File: src/verilog/gameController_defs.svh
`ifndef GAMECONTROLLER_DEFS_SVH
`define GAMECONTROLLER_DEFS_SVH

// board columns, wall columns 0 and BOARD_WIDTH-1 included
`define BOARD_WIDTH 10

// board rows, row 0 at the top
`define BOARD_HEIGHT 12

// bits of one cell code
`define CELL_BITS 4

// gameclk cycles between gravity steps
`define DROP_DIVIDE 60

// leftmost column of the 4-wide spawn window
`define SPAWN_COL (`BOARD_WIDTH / 2 - 2)

`endif

File: src/verilog/gameControllerPkg.sv
`include "gameController_defs.svh"

package gameControllerPkg;

    // one board row of cell codes, column 0 in the lowest bit index
    typedef logic [0:`BOARD_WIDTH*`CELL_BITS-1] cellRow_t;

    // one board row of occupancy bits, column c at bit c
    typedef logic [0:`BOARD_WIDTH-1] occRow_t;

    // cell code of a piece kind
    // 0 empty, 1 T, 2 O, 3 J, 4 L, 5 Z, 6 S, 7 I
    typedef logic [`CELL_BITS-1:0] pieceKind_t;

    // bits 0..3 are row 0 columns a..d, bits 4..7 are row 1
    typedef logic [0:7] pieceShape_t;

    // drop FSM states
    typedef enum logic [1:0] {
        SPAWNING,
        FALLING,
        STORING,
        CLEARING
    } dropState_t;

endpackage

File: src/verilog/dropController.sv
`include "gameController_defs.svh"

module dropController (
    input  logic gameclk,
    input  logic rst,
    input  logic moveLeft,
    input  logic moveRight,
    input  logic spawnAck,
    input  logic canLeft,
    input  logic canRight,
    input  logic landed,
    input  logic lineFull,
    output logic spawnReq,
    output logic loadPiece,
    output logic shiftLeft,
    output logic shiftRight,
    output logic fallStep,
    output logic clearPiece,
    output logic mergePiece,
    output logic clearStep,
    output logic pieceActive
);

    localparam int countBits = $clog2(`DROP_DIVIDE);

    gameControllerPkg::dropState_t state;
    logic [countBits-1:0] dropCount;
    logic dropTick;

    // two synchronizer flops plus one for edge detection
    logic [2:0] leftSync;
    logic [2:0] rightSync;
    logic edgeLeft;
    logic edgeRight;

    // one move held over a gravity tick
    logic pendLeft;
    logic pendRight;
    logic wantLeft;
    logic wantRight;

    always_ff @(posedge gameclk) begin
        if (!rst) begin
            leftSync <= '0;
            rightSync <= '0;
        end else begin
            leftSync <= {leftSync[1:0], moveLeft};
            rightSync <= {rightSync[1:0], moveRight};
        end
    end

    assign edgeLeft = leftSync[1] & ~leftSync[2];
    assign edgeRight = rightSync[1] & ~rightSync[2];

    // a fresh press replaces the pending one, left wins a tie
    assign wantLeft = edgeLeft | (pendLeft & ~edgeRight);
    assign wantRight = ~edgeLeft & (edgeRight | pendRight);

    assign dropTick = (dropCount == countBits'(`DROP_DIVIDE - 1));

    always_ff @(posedge gameclk) begin
        if (!rst) begin
            state <= gameControllerPkg::SPAWNING;
            spawnReq <= 1'b0;
            dropCount <= '0;
            pendLeft <= 1'b0;
            pendRight <= 1'b0;
        end else begin
            case (state)
                gameControllerPkg::SPAWNING: begin
                    if (spawnReq && spawnAck) begin
                        spawnReq <= 1'b0;
                        dropCount <= '0;
                        state <= gameControllerPkg::FALLING;
                    end else if (!spawnReq && !spawnAck) begin
                        spawnReq <= 1'b1;
                    end
                end
                gameControllerPkg::FALLING: begin
                    if (dropTick) begin
                        dropCount <= '0;
                        if (landed) begin
                            state <= gameControllerPkg::STORING;
                        end
                    end else begin
                        dropCount <= dropCount + 1'b1;
                    end
                end
                gameControllerPkg::STORING: begin
                    state <= gameControllerPkg::CLEARING;
                end
                default: begin
                    if (!lineFull) begin
                        state <= gameControllerPkg::SPAWNING;
                    end
                end
            endcase

            // served or blocked moves are gone, a tick only delays them
            if (state == gameControllerPkg::FALLING && dropTick) begin
                pendLeft <= wantLeft;
                pendRight <= wantRight;
            end else begin
                pendLeft <= 1'b0;
                pendRight <= 1'b0;
            end
        end
    end

    assign loadPiece = (state == gameControllerPkg::SPAWNING) && spawnReq && spawnAck;
    assign shiftLeft = (state == gameControllerPkg::FALLING) && !dropTick && wantLeft && canLeft;
    assign shiftRight = (state == gameControllerPkg::FALLING) && !dropTick && wantRight
                        && canRight;
    assign fallStep = (state == gameControllerPkg::FALLING) && dropTick && !landed;
    assign mergePiece = (state == gameControllerPkg::STORING);
    assign clearPiece = (state == gameControllerPkg::STORING);
    assign clearStep = (state == gameControllerPkg::CLEARING) && lineFull;
    assign pieceActive = (state == gameControllerPkg::FALLING);

    // four-phase rule toward the generator
    spawnReqAfterAck: assert property (@(posedge gameclk) disable iff (!rst)
        $rose(spawnReq) |-> !spawnAck);

    pieceStrobesExclusive: assert property (@(posedge gameclk) disable iff (!rst)
        $onehot0({loadPiece, shiftLeft, shiftRight, fallStep, clearPiece}));

endmodule

File: src/verilog/pieceGenerator.sv
module pieceGenerator (
    input  logic                           gameclk,
    input  logic                           rst,
    input  logic                           spawnReq,
    output logic                           spawnAck,
    output gameControllerPkg::pieceKind_t  pieceKind,
    output gameControllerPkg::pieceShape_t pieceShape
);

    // shift left, feed bit 2 xor bit 1
    // from 1 this walks 1,2,5,3,7,6,4 and repeats
    logic [2:0] lfsr;

    always_ff @(posedge gameclk) begin
        if (!rst) begin
            lfsr <= 3'd1;
            spawnAck <= 1'b0;
        end else if (spawnReq && !spawnAck) begin
            spawnAck <= 1'b1;
        end else if (!spawnReq && spawnAck) begin
            // piece taken, move on to the next kind
            spawnAck <= 1'b0;
            lfsr <= {lfsr[1:0], lfsr[2] ^ lfsr[1]};
        end
    end

    assign pieceKind = {1'b0, lfsr};

    // window columns a..d, row 0 in bits 0..3, row 1 in bits 4..7
    always_comb begin
        case (lfsr)
            3'd1:    pieceShape = 8'b0111_0010;
            3'd2:    pieceShape = 8'b0110_0110;
            3'd3:    pieceShape = 8'b0111_0001;
            3'd4:    pieceShape = 8'b0111_0100;
            3'd5:    pieceShape = 8'b0110_0011;
            3'd6:    pieceShape = 8'b0011_0110;
            default: pieceShape = 8'b1111_0000;
        endcase
    end

    // an empty kind would spawn an invisible piece
    kindNeverEmpty: assert property (@(posedge gameclk) disable iff (!rst)
        spawnAck |-> pieceKind != '0);

endmodule

File: src/verilog/activePiece.sv
`include "gameController_defs.svh"

module activePiece (
    input  logic                           gameclk,
    input  logic                           rst,
    input  logic                           loadPiece,
    input  logic                           shiftLeft,
    input  logic                           shiftRight,
    input  logic                           fallStep,
    input  logic                           clearPiece,
    input  gameControllerPkg::pieceKind_t  pieceKind,
    input  gameControllerPkg::pieceShape_t pieceShape,
    input  gameControllerPkg::occRow_t     stackRows  [0:`BOARD_HEIGHT-1],
    output gameControllerPkg::occRow_t     pieceRows  [0:`BOARD_HEIGHT-1],
    output gameControllerPkg::cellRow_t    pieceCells [0:`BOARD_HEIGHT-1],
    output logic                           canLeft,
    output logic                           canRight,
    output logic                           landed
);

    gameControllerPkg::pieceKind_t kind;

    always_ff @(posedge gameclk) begin
        if (!rst) begin
            for (int r = 0; r < `BOARD_HEIGHT; r++) begin
                pieceRows[r] <= '0;
            end
        end else if (loadPiece) begin
            for (int r = 0; r < `BOARD_HEIGHT; r++) begin
                pieceRows[r] <= '0;
            end
            pieceRows[0][`SPAWN_COL +: 4] <= pieceShape[0:3];
            pieceRows[1][`SPAWN_COL +: 4] <= pieceShape[4:7];
        end else if (clearPiece) begin
            for (int r = 0; r < `BOARD_HEIGHT; r++) begin
                pieceRows[r] <= '0;
            end
        end else if (shiftLeft) begin
            // column 0 sits at the top bit index, so << moves left
            for (int r = 0; r < `BOARD_HEIGHT; r++) begin
                pieceRows[r] <= pieceRows[r] << 1;
            end
        end else if (shiftRight) begin
            for (int r = 0; r < `BOARD_HEIGHT; r++) begin
                pieceRows[r] <= pieceRows[r] >> 1;
            end
        end else if (fallStep) begin
            for (int r = `BOARD_HEIGHT - 1; r > 0; r--) begin
                pieceRows[r] <= pieceRows[r - 1];
            end
            pieceRows[0] <= '0;
        end
    end

    always_ff @(posedge gameclk) begin
        if (loadPiece) begin
            kind <= pieceKind;
        end
    end

    always_comb begin
        canLeft = 1'b1;
        canRight = 1'b1;
        landed = |pieceRows[`BOARD_HEIGHT-1];
        for (int r = 0; r < `BOARD_HEIGHT; r++) begin
            // wall columns are set in stackRows, so edges need no extra test
            if (|((pieceRows[r] << 1) & stackRows[r])) begin
                canLeft = 1'b0;
            end
            if (|((pieceRows[r] >> 1) & stackRows[r])) begin
                canRight = 1'b0;
            end
            for (int c = 0; c < `BOARD_WIDTH; c++) begin
                pieceCells[r][c*`CELL_BITS +: `CELL_BITS] = pieceRows[r][c] ? kind : '0;
            end
        end
        // resting on the stack
        for (int r = 0; r < `BOARD_HEIGHT - 1; r++) begin
            if (|(pieceRows[r] & stackRows[r + 1])) begin
                landed = 1'b1;
            end
        end
    end

    // the controller must only issue legal moves
    movesLegal: assert property (@(posedge gameclk) disable iff (!rst)
        (shiftLeft -> canLeft) && (shiftRight -> canRight) && (fallStep -> !landed));

endmodule

File: src/verilog/stackStore.sv
`include "gameController_defs.svh"

module stackStore (
    input  logic                        gameclk,
    input  logic                        rst,
    input  logic                        mergePiece,
    input  logic                        clearStep,
    input  gameControllerPkg::occRow_t  pieceRows  [0:`BOARD_HEIGHT-1],
    input  gameControllerPkg::cellRow_t pieceCells [0:`BOARD_HEIGHT-1],
    output gameControllerPkg::occRow_t  stackRows  [0:`BOARD_HEIGHT-1],
    output logic                        lineFull,
    output gameControllerPkg::cellRow_t cellRows   [0:`BOARD_HEIGHT-1]
);

    localparam int idxBits = $clog2(`BOARD_HEIGHT);

    // empty row, only the two wall columns occupied
    localparam gameControllerPkg::occRow_t wallRow = {1'b1, {(`BOARD_WIDTH-2){1'b0}}, 1'b1};

    gameControllerPkg::cellRow_t storeCells [0:`BOARD_HEIGHT-1];
    logic [idxBits-1:0] clearIdx;
    logic overlap;

    always_ff @(posedge gameclk) begin
        if (!rst) begin
            for (int r = 0; r < `BOARD_HEIGHT; r++) begin
                stackRows[r] <= wallRow;
                storeCells[r] <= '0;
            end
        end else if (mergePiece) begin
            for (int r = 0; r < `BOARD_HEIGHT; r++) begin
                stackRows[r] <= stackRows[r] | pieceRows[r];
                storeCells[r] <= storeCells[r] | pieceCells[r];
            end
        end else if (clearStep) begin
            // drop the lowest full row, everything above moves down one
            stackRows[0] <= wallRow;
            storeCells[0] <= '0;
            for (int r = 1; r < `BOARD_HEIGHT; r++) begin
                if (r <= clearIdx) begin
                    stackRows[r] <= stackRows[r - 1];
                    storeCells[r] <= storeCells[r - 1];
                end
            end
        end
    end

    always_comb begin
        lineFull = 1'b0;
        overlap = 1'b0;
        clearIdx = '0;
        for (int r = 0; r < `BOARD_HEIGHT; r++) begin
            // later hits are lower on the board
            if (&stackRows[r]) begin
                lineFull = 1'b1;
                clearIdx = idxBits'(r);
            end
            if (|(stackRows[r] & pieceRows[r])) begin
                overlap = 1'b1;
            end
            cellRows[r] = storeCells[r] | pieceCells[r];
        end
    end

    // landing checks upstream keep the piece off the stack
    mergeNoOverlap: assert property (@(posedge gameclk) disable iff (!rst)
        mergePiece |-> !overlap);

endmodule

File: src/verilog/gameController.sv
`include "gameController_defs.svh"

module gameController (
    input  logic                         gameclk,
    input  logic                         rst,
    input  logic                         moveLeft,
    input  logic                         moveRight,
    output gameControllerPkg::cellRow_t  cellRows [0:`BOARD_HEIGHT-1],
    output logic                         pieceActive
);

    // spawn handshake
    logic spawnReq;
    logic spawnAck;
    gameControllerPkg::pieceKind_t  pieceKind;
    gameControllerPkg::pieceShape_t pieceShape;

    // controller strobes
    logic loadPiece;
    logic shiftLeft;
    logic shiftRight;
    logic fallStep;
    logic clearPiece;
    logic mergePiece;
    logic clearStep;

    // status back to the controller
    logic canLeft;
    logic canRight;
    logic landed;
    logic lineFull;

    // piece and stack boards
    gameControllerPkg::occRow_t  pieceRows  [0:`BOARD_HEIGHT-1];
    gameControllerPkg::cellRow_t pieceCells [0:`BOARD_HEIGHT-1];
    gameControllerPkg::occRow_t  stackRows  [0:`BOARD_HEIGHT-1];

    dropController dropCtrl (
        .gameclk(gameclk), .rst(rst), .moveLeft(moveLeft), .moveRight(moveRight),
        .spawnAck(spawnAck), .canLeft(canLeft), .canRight(canRight), .landed(landed),
        .lineFull(lineFull), .spawnReq(spawnReq), .loadPiece(loadPiece),
        .shiftLeft(shiftLeft), .shiftRight(shiftRight), .fallStep(fallStep),
        .clearPiece(clearPiece), .mergePiece(mergePiece), .clearStep(clearStep),
        .pieceActive(pieceActive)
    );

    pieceGenerator pieceGen (
        .gameclk(gameclk), .rst(rst), .spawnReq(spawnReq), .spawnAck(spawnAck),
        .pieceKind(pieceKind), .pieceShape(pieceShape)
    );

    activePiece fallingPiece (
        .gameclk(gameclk), .rst(rst), .loadPiece(loadPiece), .shiftLeft(shiftLeft),
        .shiftRight(shiftRight), .fallStep(fallStep), .clearPiece(clearPiece),
        .pieceKind(pieceKind), .pieceShape(pieceShape), .stackRows(stackRows),
        .pieceRows(pieceRows), .pieceCells(pieceCells), .canLeft(canLeft),
        .canRight(canRight), .landed(landed)
    );

    stackStore stack (
        .gameclk(gameclk), .rst(rst), .mergePiece(mergePiece), .clearStep(clearStep),
        .pieceRows(pieceRows), .pieceCells(pieceCells), .stackRows(stackRows),
        .lineFull(lineFull), .cellRows(cellRows)
    );

endmodule

File: config.mk
export PLATFORM = sky130hd
export DESIGN_NAME = gameController
export DESIGN_NICKNAME = d
export VERILOG_FILES = /design/src/verilog/gameControllerPkg.sv /design/src/verilog/dropController.sv /design/src/verilog/pieceGenerator.sv /design/src/verilog/activePiece.sv /design/src/verilog/stackStore.sv /design/src/verilog/gameController.sv
export VERILOG_INCLUDE_DIRS = /design/src /design/src/verilog
export SDC_FILE = /design/constraint.sdc
export NUM_CORES = 2
export LEC_CHECK = 0
export ABC_AREA = 1
export BUFFER_PORTS_ARGS = -buffer_cell sky130_fd_sc_hd__buf_2
export CAP_MARGIN = 15
export CORE_MARGIN = 5
export CORE_UTILIZATION = 45
export CTS_BUF_LIST = sky130_fd_sc_hd__clkbuf_8
export CTS_CLUSTER_SIZE = 16
export DETAILED_ROUTE_END_ITERATION = 6
export MAX_ROUTING_LAYER = met4
export PLACE_DENSITY_LB_ADDON = 0.05
export SLEW_MARGIN = 20
export SYNTH_ARGS = -nofsm -noshare
export SYNTH_HDL_FRONTEND = slang
export SYNTH_SLANG_ARGS = --single-unit
File: constraint.sdc
create_clock -name gameclk -period 3.7 [get_ports gameclk]
set_clock_uncertainty 0.2 [all_clocks]
set_input_delay 0.185 -clock gameclk [delete_from_list [all_inputs] [get_ports gameclk]]
set_output_delay 0.185 -clock gameclk [all_outputs]
set_load 0.1 [all_outputs]
* After elaboration in Yosys (flattened, before gate mapping)
Memories as Yosys holds them, arrays and structs flattened.
Index checks and enable logic that the tools add are counted.
** Storage, ports and cells
- Memories :: 1
- Flip-flop bits (word level) :: 264
- Output and inout port bits :: 481
- Memory bits (writable) :: 480
** Memory list
- stack.storeCells :: words 12, bits a word 40, rd ports 12, clocked after Yosys merged registers in 0, wr ports 12, RTL line stackStore.sv:20 : gameControllerPkg::cellRow_t storeCells [0:`BOARD_HEIGHT-1];
** Operators by class
- Magnitude comparators :: 11
- Eq/ne operators :: 14
- Mux-type cells :: 296
- Reduce and logical (&&, ||, !) cells :: 103
- $add $sub $neg :: 1
- Bitwise operators :: 96
** Operators by type and width (number)
- $mux 40 :: 24
- $mux 120 :: 5
- $or 40x39->40 :: 12
- $mux 3 :: 124
- $reduce_or 10->1 :: 36
- $mux 117 :: 2
- $and 10x10->10 :: 23
- $and 9x10->10 :: 12
- $or 10x10->10 :: 12
- $reduce_and 10->1 :: 12
- $mux 1 :: 115
- $mux 10 :: 11
- $pmux 8 s6 :: 1
- $reduce_bool 2->1 :: 16
- $reduce_and 2->1 :: 15
- $or 1x1->1 :: 26
- $le 3x4->1 const A :: 4
- $le 4x4->1 const A :: 4
- $mux 4 :: 4
- $logic_and 1x1->1 :: 14
- $mux 2 :: 6
- $mux 6 :: 2
- $pmux 6 s2 :: 1
- $eq 3x3->1 const B :: 3
- 21 further kinds :: 37

* Logic depth before layout (Yosys ltp)
- Word-level depth :: 20
- Depth in mapped cells :: 20

* Hierarchy
A second synthesis with hierarchy kept.
** Second synthesis, totals
- Cells, all modules :: 6546
- Area, all modules :: 45583.7 µm²
** By module, submodules not included
- stackStore :: cells each 3730, area each 31330.0 µm², times used 1
- activePiece :: cells each 2652, area each 13046.3 µm², times used 1
- dropController :: cells each 116, area each 878.3 µm², times used 1
- pieceGenerator :: cells each 48, area each 329.1 µm², times used 1

* Worst setup path before layout
No wires, ideal clock.
- Path type :: reg2reg
- From :: reg fallingPiece.kind[0]
- To :: mem stack.storeCells[2][68] (netlist bit), data pin
- Arrival :: 3424 ps
- Period minus slack after synthesis :: 3779 ps
- Required time :: 3345 ps
- Setup slack :: -79 ps
- Cell stages (with the launch flop) :: 8
- Setup time :: 155 ps
- Cell sequence :: edfxtp_1 > clkbuf_1 > inv_1 > clkbuf_1 > clkbuf_1 > o21ai_0 > nand2_1 > o21ai_1
** RTL lines
- from (decl) :: RTL line activePiece.sv:21 : gameControllerPkg::pieceKind_t kind;
- from (signal assigned) :: RTL line activePiece.sv:57 : kind <= pieceKind;
- to (decl) :: RTL line stackStore.sv:20

* Worst setup path after layout
- From :: reg fallingPiece.pieceRows[34] (netlist bit)
- To :: reg fallingPiece.pieceRows[90] (netlist bit)
** On the way
- Word-level cells in the longest chain between the ends :: 8
** Ends and longest elaborated chain
- from (decl) :: RTL line activePiece.sv:14 : output gameControllerPkg::occRow_t pieceRows [0:`BOARD_HEIGHT-1],
- from (signal, indexed assignment) :: RTL line activePiece.sv:32 : pieceRows[0][`SPAWN_COL +: 4] <= pieceShape[0:3];
- from (signal, indexed assignment) :: RTL line activePiece.sv:33 : pieceRows[1][`SPAWN_COL +: 4] <= pieceShape[4:7];
- from (signal, indexed assignment) :: RTL line activePiece.sv:41 : pieceRows[r] <= pieceRows[r] << 1;
- $and 10x10->10, or another cell as far along :: RTL line activePiece.sv:67 : if (|((pieceRows[r] << 1) & stackRows[r])) begin
- $reduce_or 10->1, on equally long branches :: RTL line activePiece.sv:67, activePiece.sv:70, activePiece.sv:79
- $mux 1, on equally long branches (3 in series) :: RTL line activePiece.sv:67, activePiece.sv:70, activePiece.sv:79
- $mux 1, or another cell as far along :: RTL line activePiece.sv:67
- $logic_and 1x1->1, on equally long branches :: RTL line dropController.sv:111, dropController.sv:113, dropController.sv:114
- $reduce_or 4->1 (no source line), or another cell as far along
Several ways; a longest one is shown, not always the timed one.
A chain may end at the register's enable or synchronous reset.

==> flow_summary.ini <==
[status]
outcome = finished clean

[critical_path]
cp.required_ns = 4.11
cp.arrival_ns = 3.91
critPathLaunch = fallingPiece.pieceRows[34]
cp-start-kind = flip-flop
endpoint_kind = flip-flop
critPathKind = flip-flop to flip-flop
crit_path_max_fanout = 11
r2r_slack_ns = 0.20
r2r_start = fallingPiece.pieceRows[34]

[logic_synthesis]
yosys_most_used_dff = edfxtp_1
synth_top_family_by_area = simple AND/OR/NAND/NOR gates
syn-instance-count = 4940
ys_seq_area_share_pct = 44.2
synth.most_common_cell = nand2_1
ys_top_cells_by_count = nand2_1 (1199), o21ai_0 (491), inv_1 (469), a21oi_1 (445), nor2_1 (423)
syn-mean-instance-area_um2 = 7.39
synth_edf_count = 363
synthMuxAreaShare_pct = 0
synth_xor_area_share_pct = 0.0480
syn-cell-area_um2 = 36500
async_flop_share_pct = 0
synth_top_area_share_pct = 29.8
synth_area_leaders = edfxtp_1 (30%), dfxtp_1 (14%), nand2_1 (12%), o21ai_0 (6.7%), a21oi_1 (6.1%)
yosys.cell_types.count = 57
synth.largest_area_cell = edfxtp_1
ys_warn_count = 0
synth_fa_ha_area_share_pct = 0.445
synthSimpleGateAreaFrac_pct = 21.9
synth_compound_area_share_pct = 21.6
synth-seq-cells = 624

[cts]
cts.sinks = 624
clock_path_buffers = 3
path_clk_slew_ns = 0.07
cts_resized = 0
cts-root-buf = clkbuf_8
cts_tree = done
insertion_delay_ns = 0.77
cts_made_buffers = 112
htreeDepth = 3
postCtsSetupBuffers = 0

[cells_and_area]
fin_area_um2 = 42300
synthToLayoutAreaGrowth_pct = 15.7
multi_input_area_um2 = 16600
fin_nets = 5356
postLayoutCoreUtil_pct = 52.5
fill_cells = 8271
layout-drive-gt1-share_pct = 16.1
register_area_um2 = 16100

[floorplan]
die_y_um = 295
die_x_um = 295
initial_utilization_pct = 45.3
core_area_um2 = 80500
ios = 485
die_area_um2 = 87000
placement_rows = 104

[global_routing]
grt_pass1_wl_mm = 244
grt_pass1_vias = 34800
antenna_found_initial = 8
overflow = 0
grt_max_degree = 97
grtUsageTotal_pct = 38.7

[place]
place.port_buffers = 364
dp_hpwl_mm = 129
place_ws_ns = 0.263
dpl_cell_area_um2 = 39900
gp_congestion = 1.10

[route]
ant_nets = 0
drt_iter0_drc = 4658
post-route-drc-count = 0
dr_total_vias = 37700
dr.pass1.iters = 6
viasPerCell = 5.79
routed_wl_mm = 171
wire_per_inst_um = 26.4

[sta]
fin_ws_ns = 0.201
period_minus_slack_ns = 3.50
fmaxAchievable_mhz = 286
grt_setup_unrepaired = no
report.final.slew_viol_count = 0
worstMarginPinSlew_ns = 0.894
final.period_utilization_pct = 94.6
hold_viol_final = 0
setup_violations = 0
slew_headroom_pct = 40.3

[power]
power.total_mw = 28.2
peakVddDrop_mv = 0.933
power_density_nw_per_um2 = 667
p_leak_nw = 19.2

[hold_path]
hold_class = flip-flop to flip-flop
min_from = dropCtrl.leftSync[0]

[job]
drv_cap = 0
==> where the power goes <==
group,internal [mW],switching [mW],total [mW],leakage (nW)
Combinational,2.10,9.97,12.1,12.0
Sequential,8.44,0.953,9.39,5.90
Clock,3.53,3.21,6.74,1.33
==> stage by stage <==
step                std cells  hold WS [ns]  TNS (ns)
finish                   6504         0.211         0
global route             6504         0.246         0
CTS                      6498         0.216         0
detailed placement       6280         0.179         0
global placement         6280         0.172         0
floorplan                5059        0.0826    -0.291
==> worst paths after layout <==
check / endpoint / depth (start not counted)
worst max-delay path: fallingPiece.pieceRows[90] / 13
worst min-delay path: dropCtrl.leftSync[1] / 2
worst max register to register: fallingPiece.pieceRows[90] / 13
worst min register to register: dropCtrl.leftSync[1] / 2
==> cells by family (layout without fill, tap and decap cells) <==
family | after synthesis | in the layout
other | 1 | 126
AOI/OAI and AO/OA | 1406 | 1406
and+or+nand+nor | 1954 | 1954
buffers and inverters | 940 | 1319
xor gates and xnor gates | 2 | 2
DFF | 624 | 624
adders and majority gates | 13 | 13
==> registers in the layout, indices dropped and copies added (netlist names) <==
name,cells
dropCtrl.pendLeft,1
stack.storeCells,360
dropCtrl.spawnReq,1
dropCtrl.pendRight,1
dropCtrl.dropCount,6
fallingPiece.kind,3
stack.stackRows,120
dropCtrl.rightSync,3
dropCtrl.state,2
fallingPiece.pieceRows,120
dropCtrl.leftSync,3
pieceGen.lfsr,3
pieceGen.spawnAck,1
==> worst max-delay path, cell delays in order, from the launching register on <==
cell and delay (ns):
dfxtp_1 0.45, inv_1 0.35, o21ai_0 0.32, nor2_1 0.17, nand2_1 0.14, nor2_1 0.22, nand2_1 0.07, nor2_1 0.20
nand3_2 0.33, nand2_1 0.34, inv_1 0.09, buf_4 0.21, o21ai_0 0.18, a21oi_1 0.05
==> metal layers <==
metal	routed length, um	global-route usage (%)	part of all wire (%)	vias up
li1	-	-	-	17100
met2	79500	61.1	46	2085
met4	9040	16.6	5.3	0
met5	0	-	0	-
met1	68600	50.0	40	18100
met3	14200	5.80	8.3	414
==> area by class of cell <==
type / instances / area share [%]
clock buffers: 135 / 4.40
flip-flops and latches: 624 / 38.1
diodes: 6 / 0.0355
multi-input cells: 3495 / 39.3
well taps: 1060 / 3.14
repair buffers: 600 / 9.48
inverters: 506 / 4.50
clock inverters: 78 / 1.04
==> layout by cell type, fill, tap and decap left out, types with 37 or more instances in the layout <==
| cell | netlist | routed |
|---|---|---|
| edfxtp_1 | 363 | 363 |
| clkbuf_8 | 0 | 135 |
| nand3_1 | 179 | 178 |
| o21ai_1 | 165 | 171 |
| buf_4 | 135 | 200 |
| o21ai_0 | 491 | 485 |
| buf_2 | 92 | 363 |
| o22ai_1 | 37 | 37 |
| inv_1 | 469 | 503 |
| nand2_1 | 1199 | 1196 |
| conb_1 | 1 | 120 |
| a21oi_1 | 445 | 445 |
| nand4_1 | 64 | 64 |
| dfxtp_1 | 261 | 261 |
| o21bai_1 | 149 | 149 |
| nor2_1 | 423 | 421 |
==> timing repair <==
| action | CTS | global route |
|---|---|---|
| setup endpoints to repair | 0 | 0 |
| endpoints found under the hold margin | 57 | 0 |
| hold buffers | 5 | 0 |
Power figures use the tool's default switching activity.
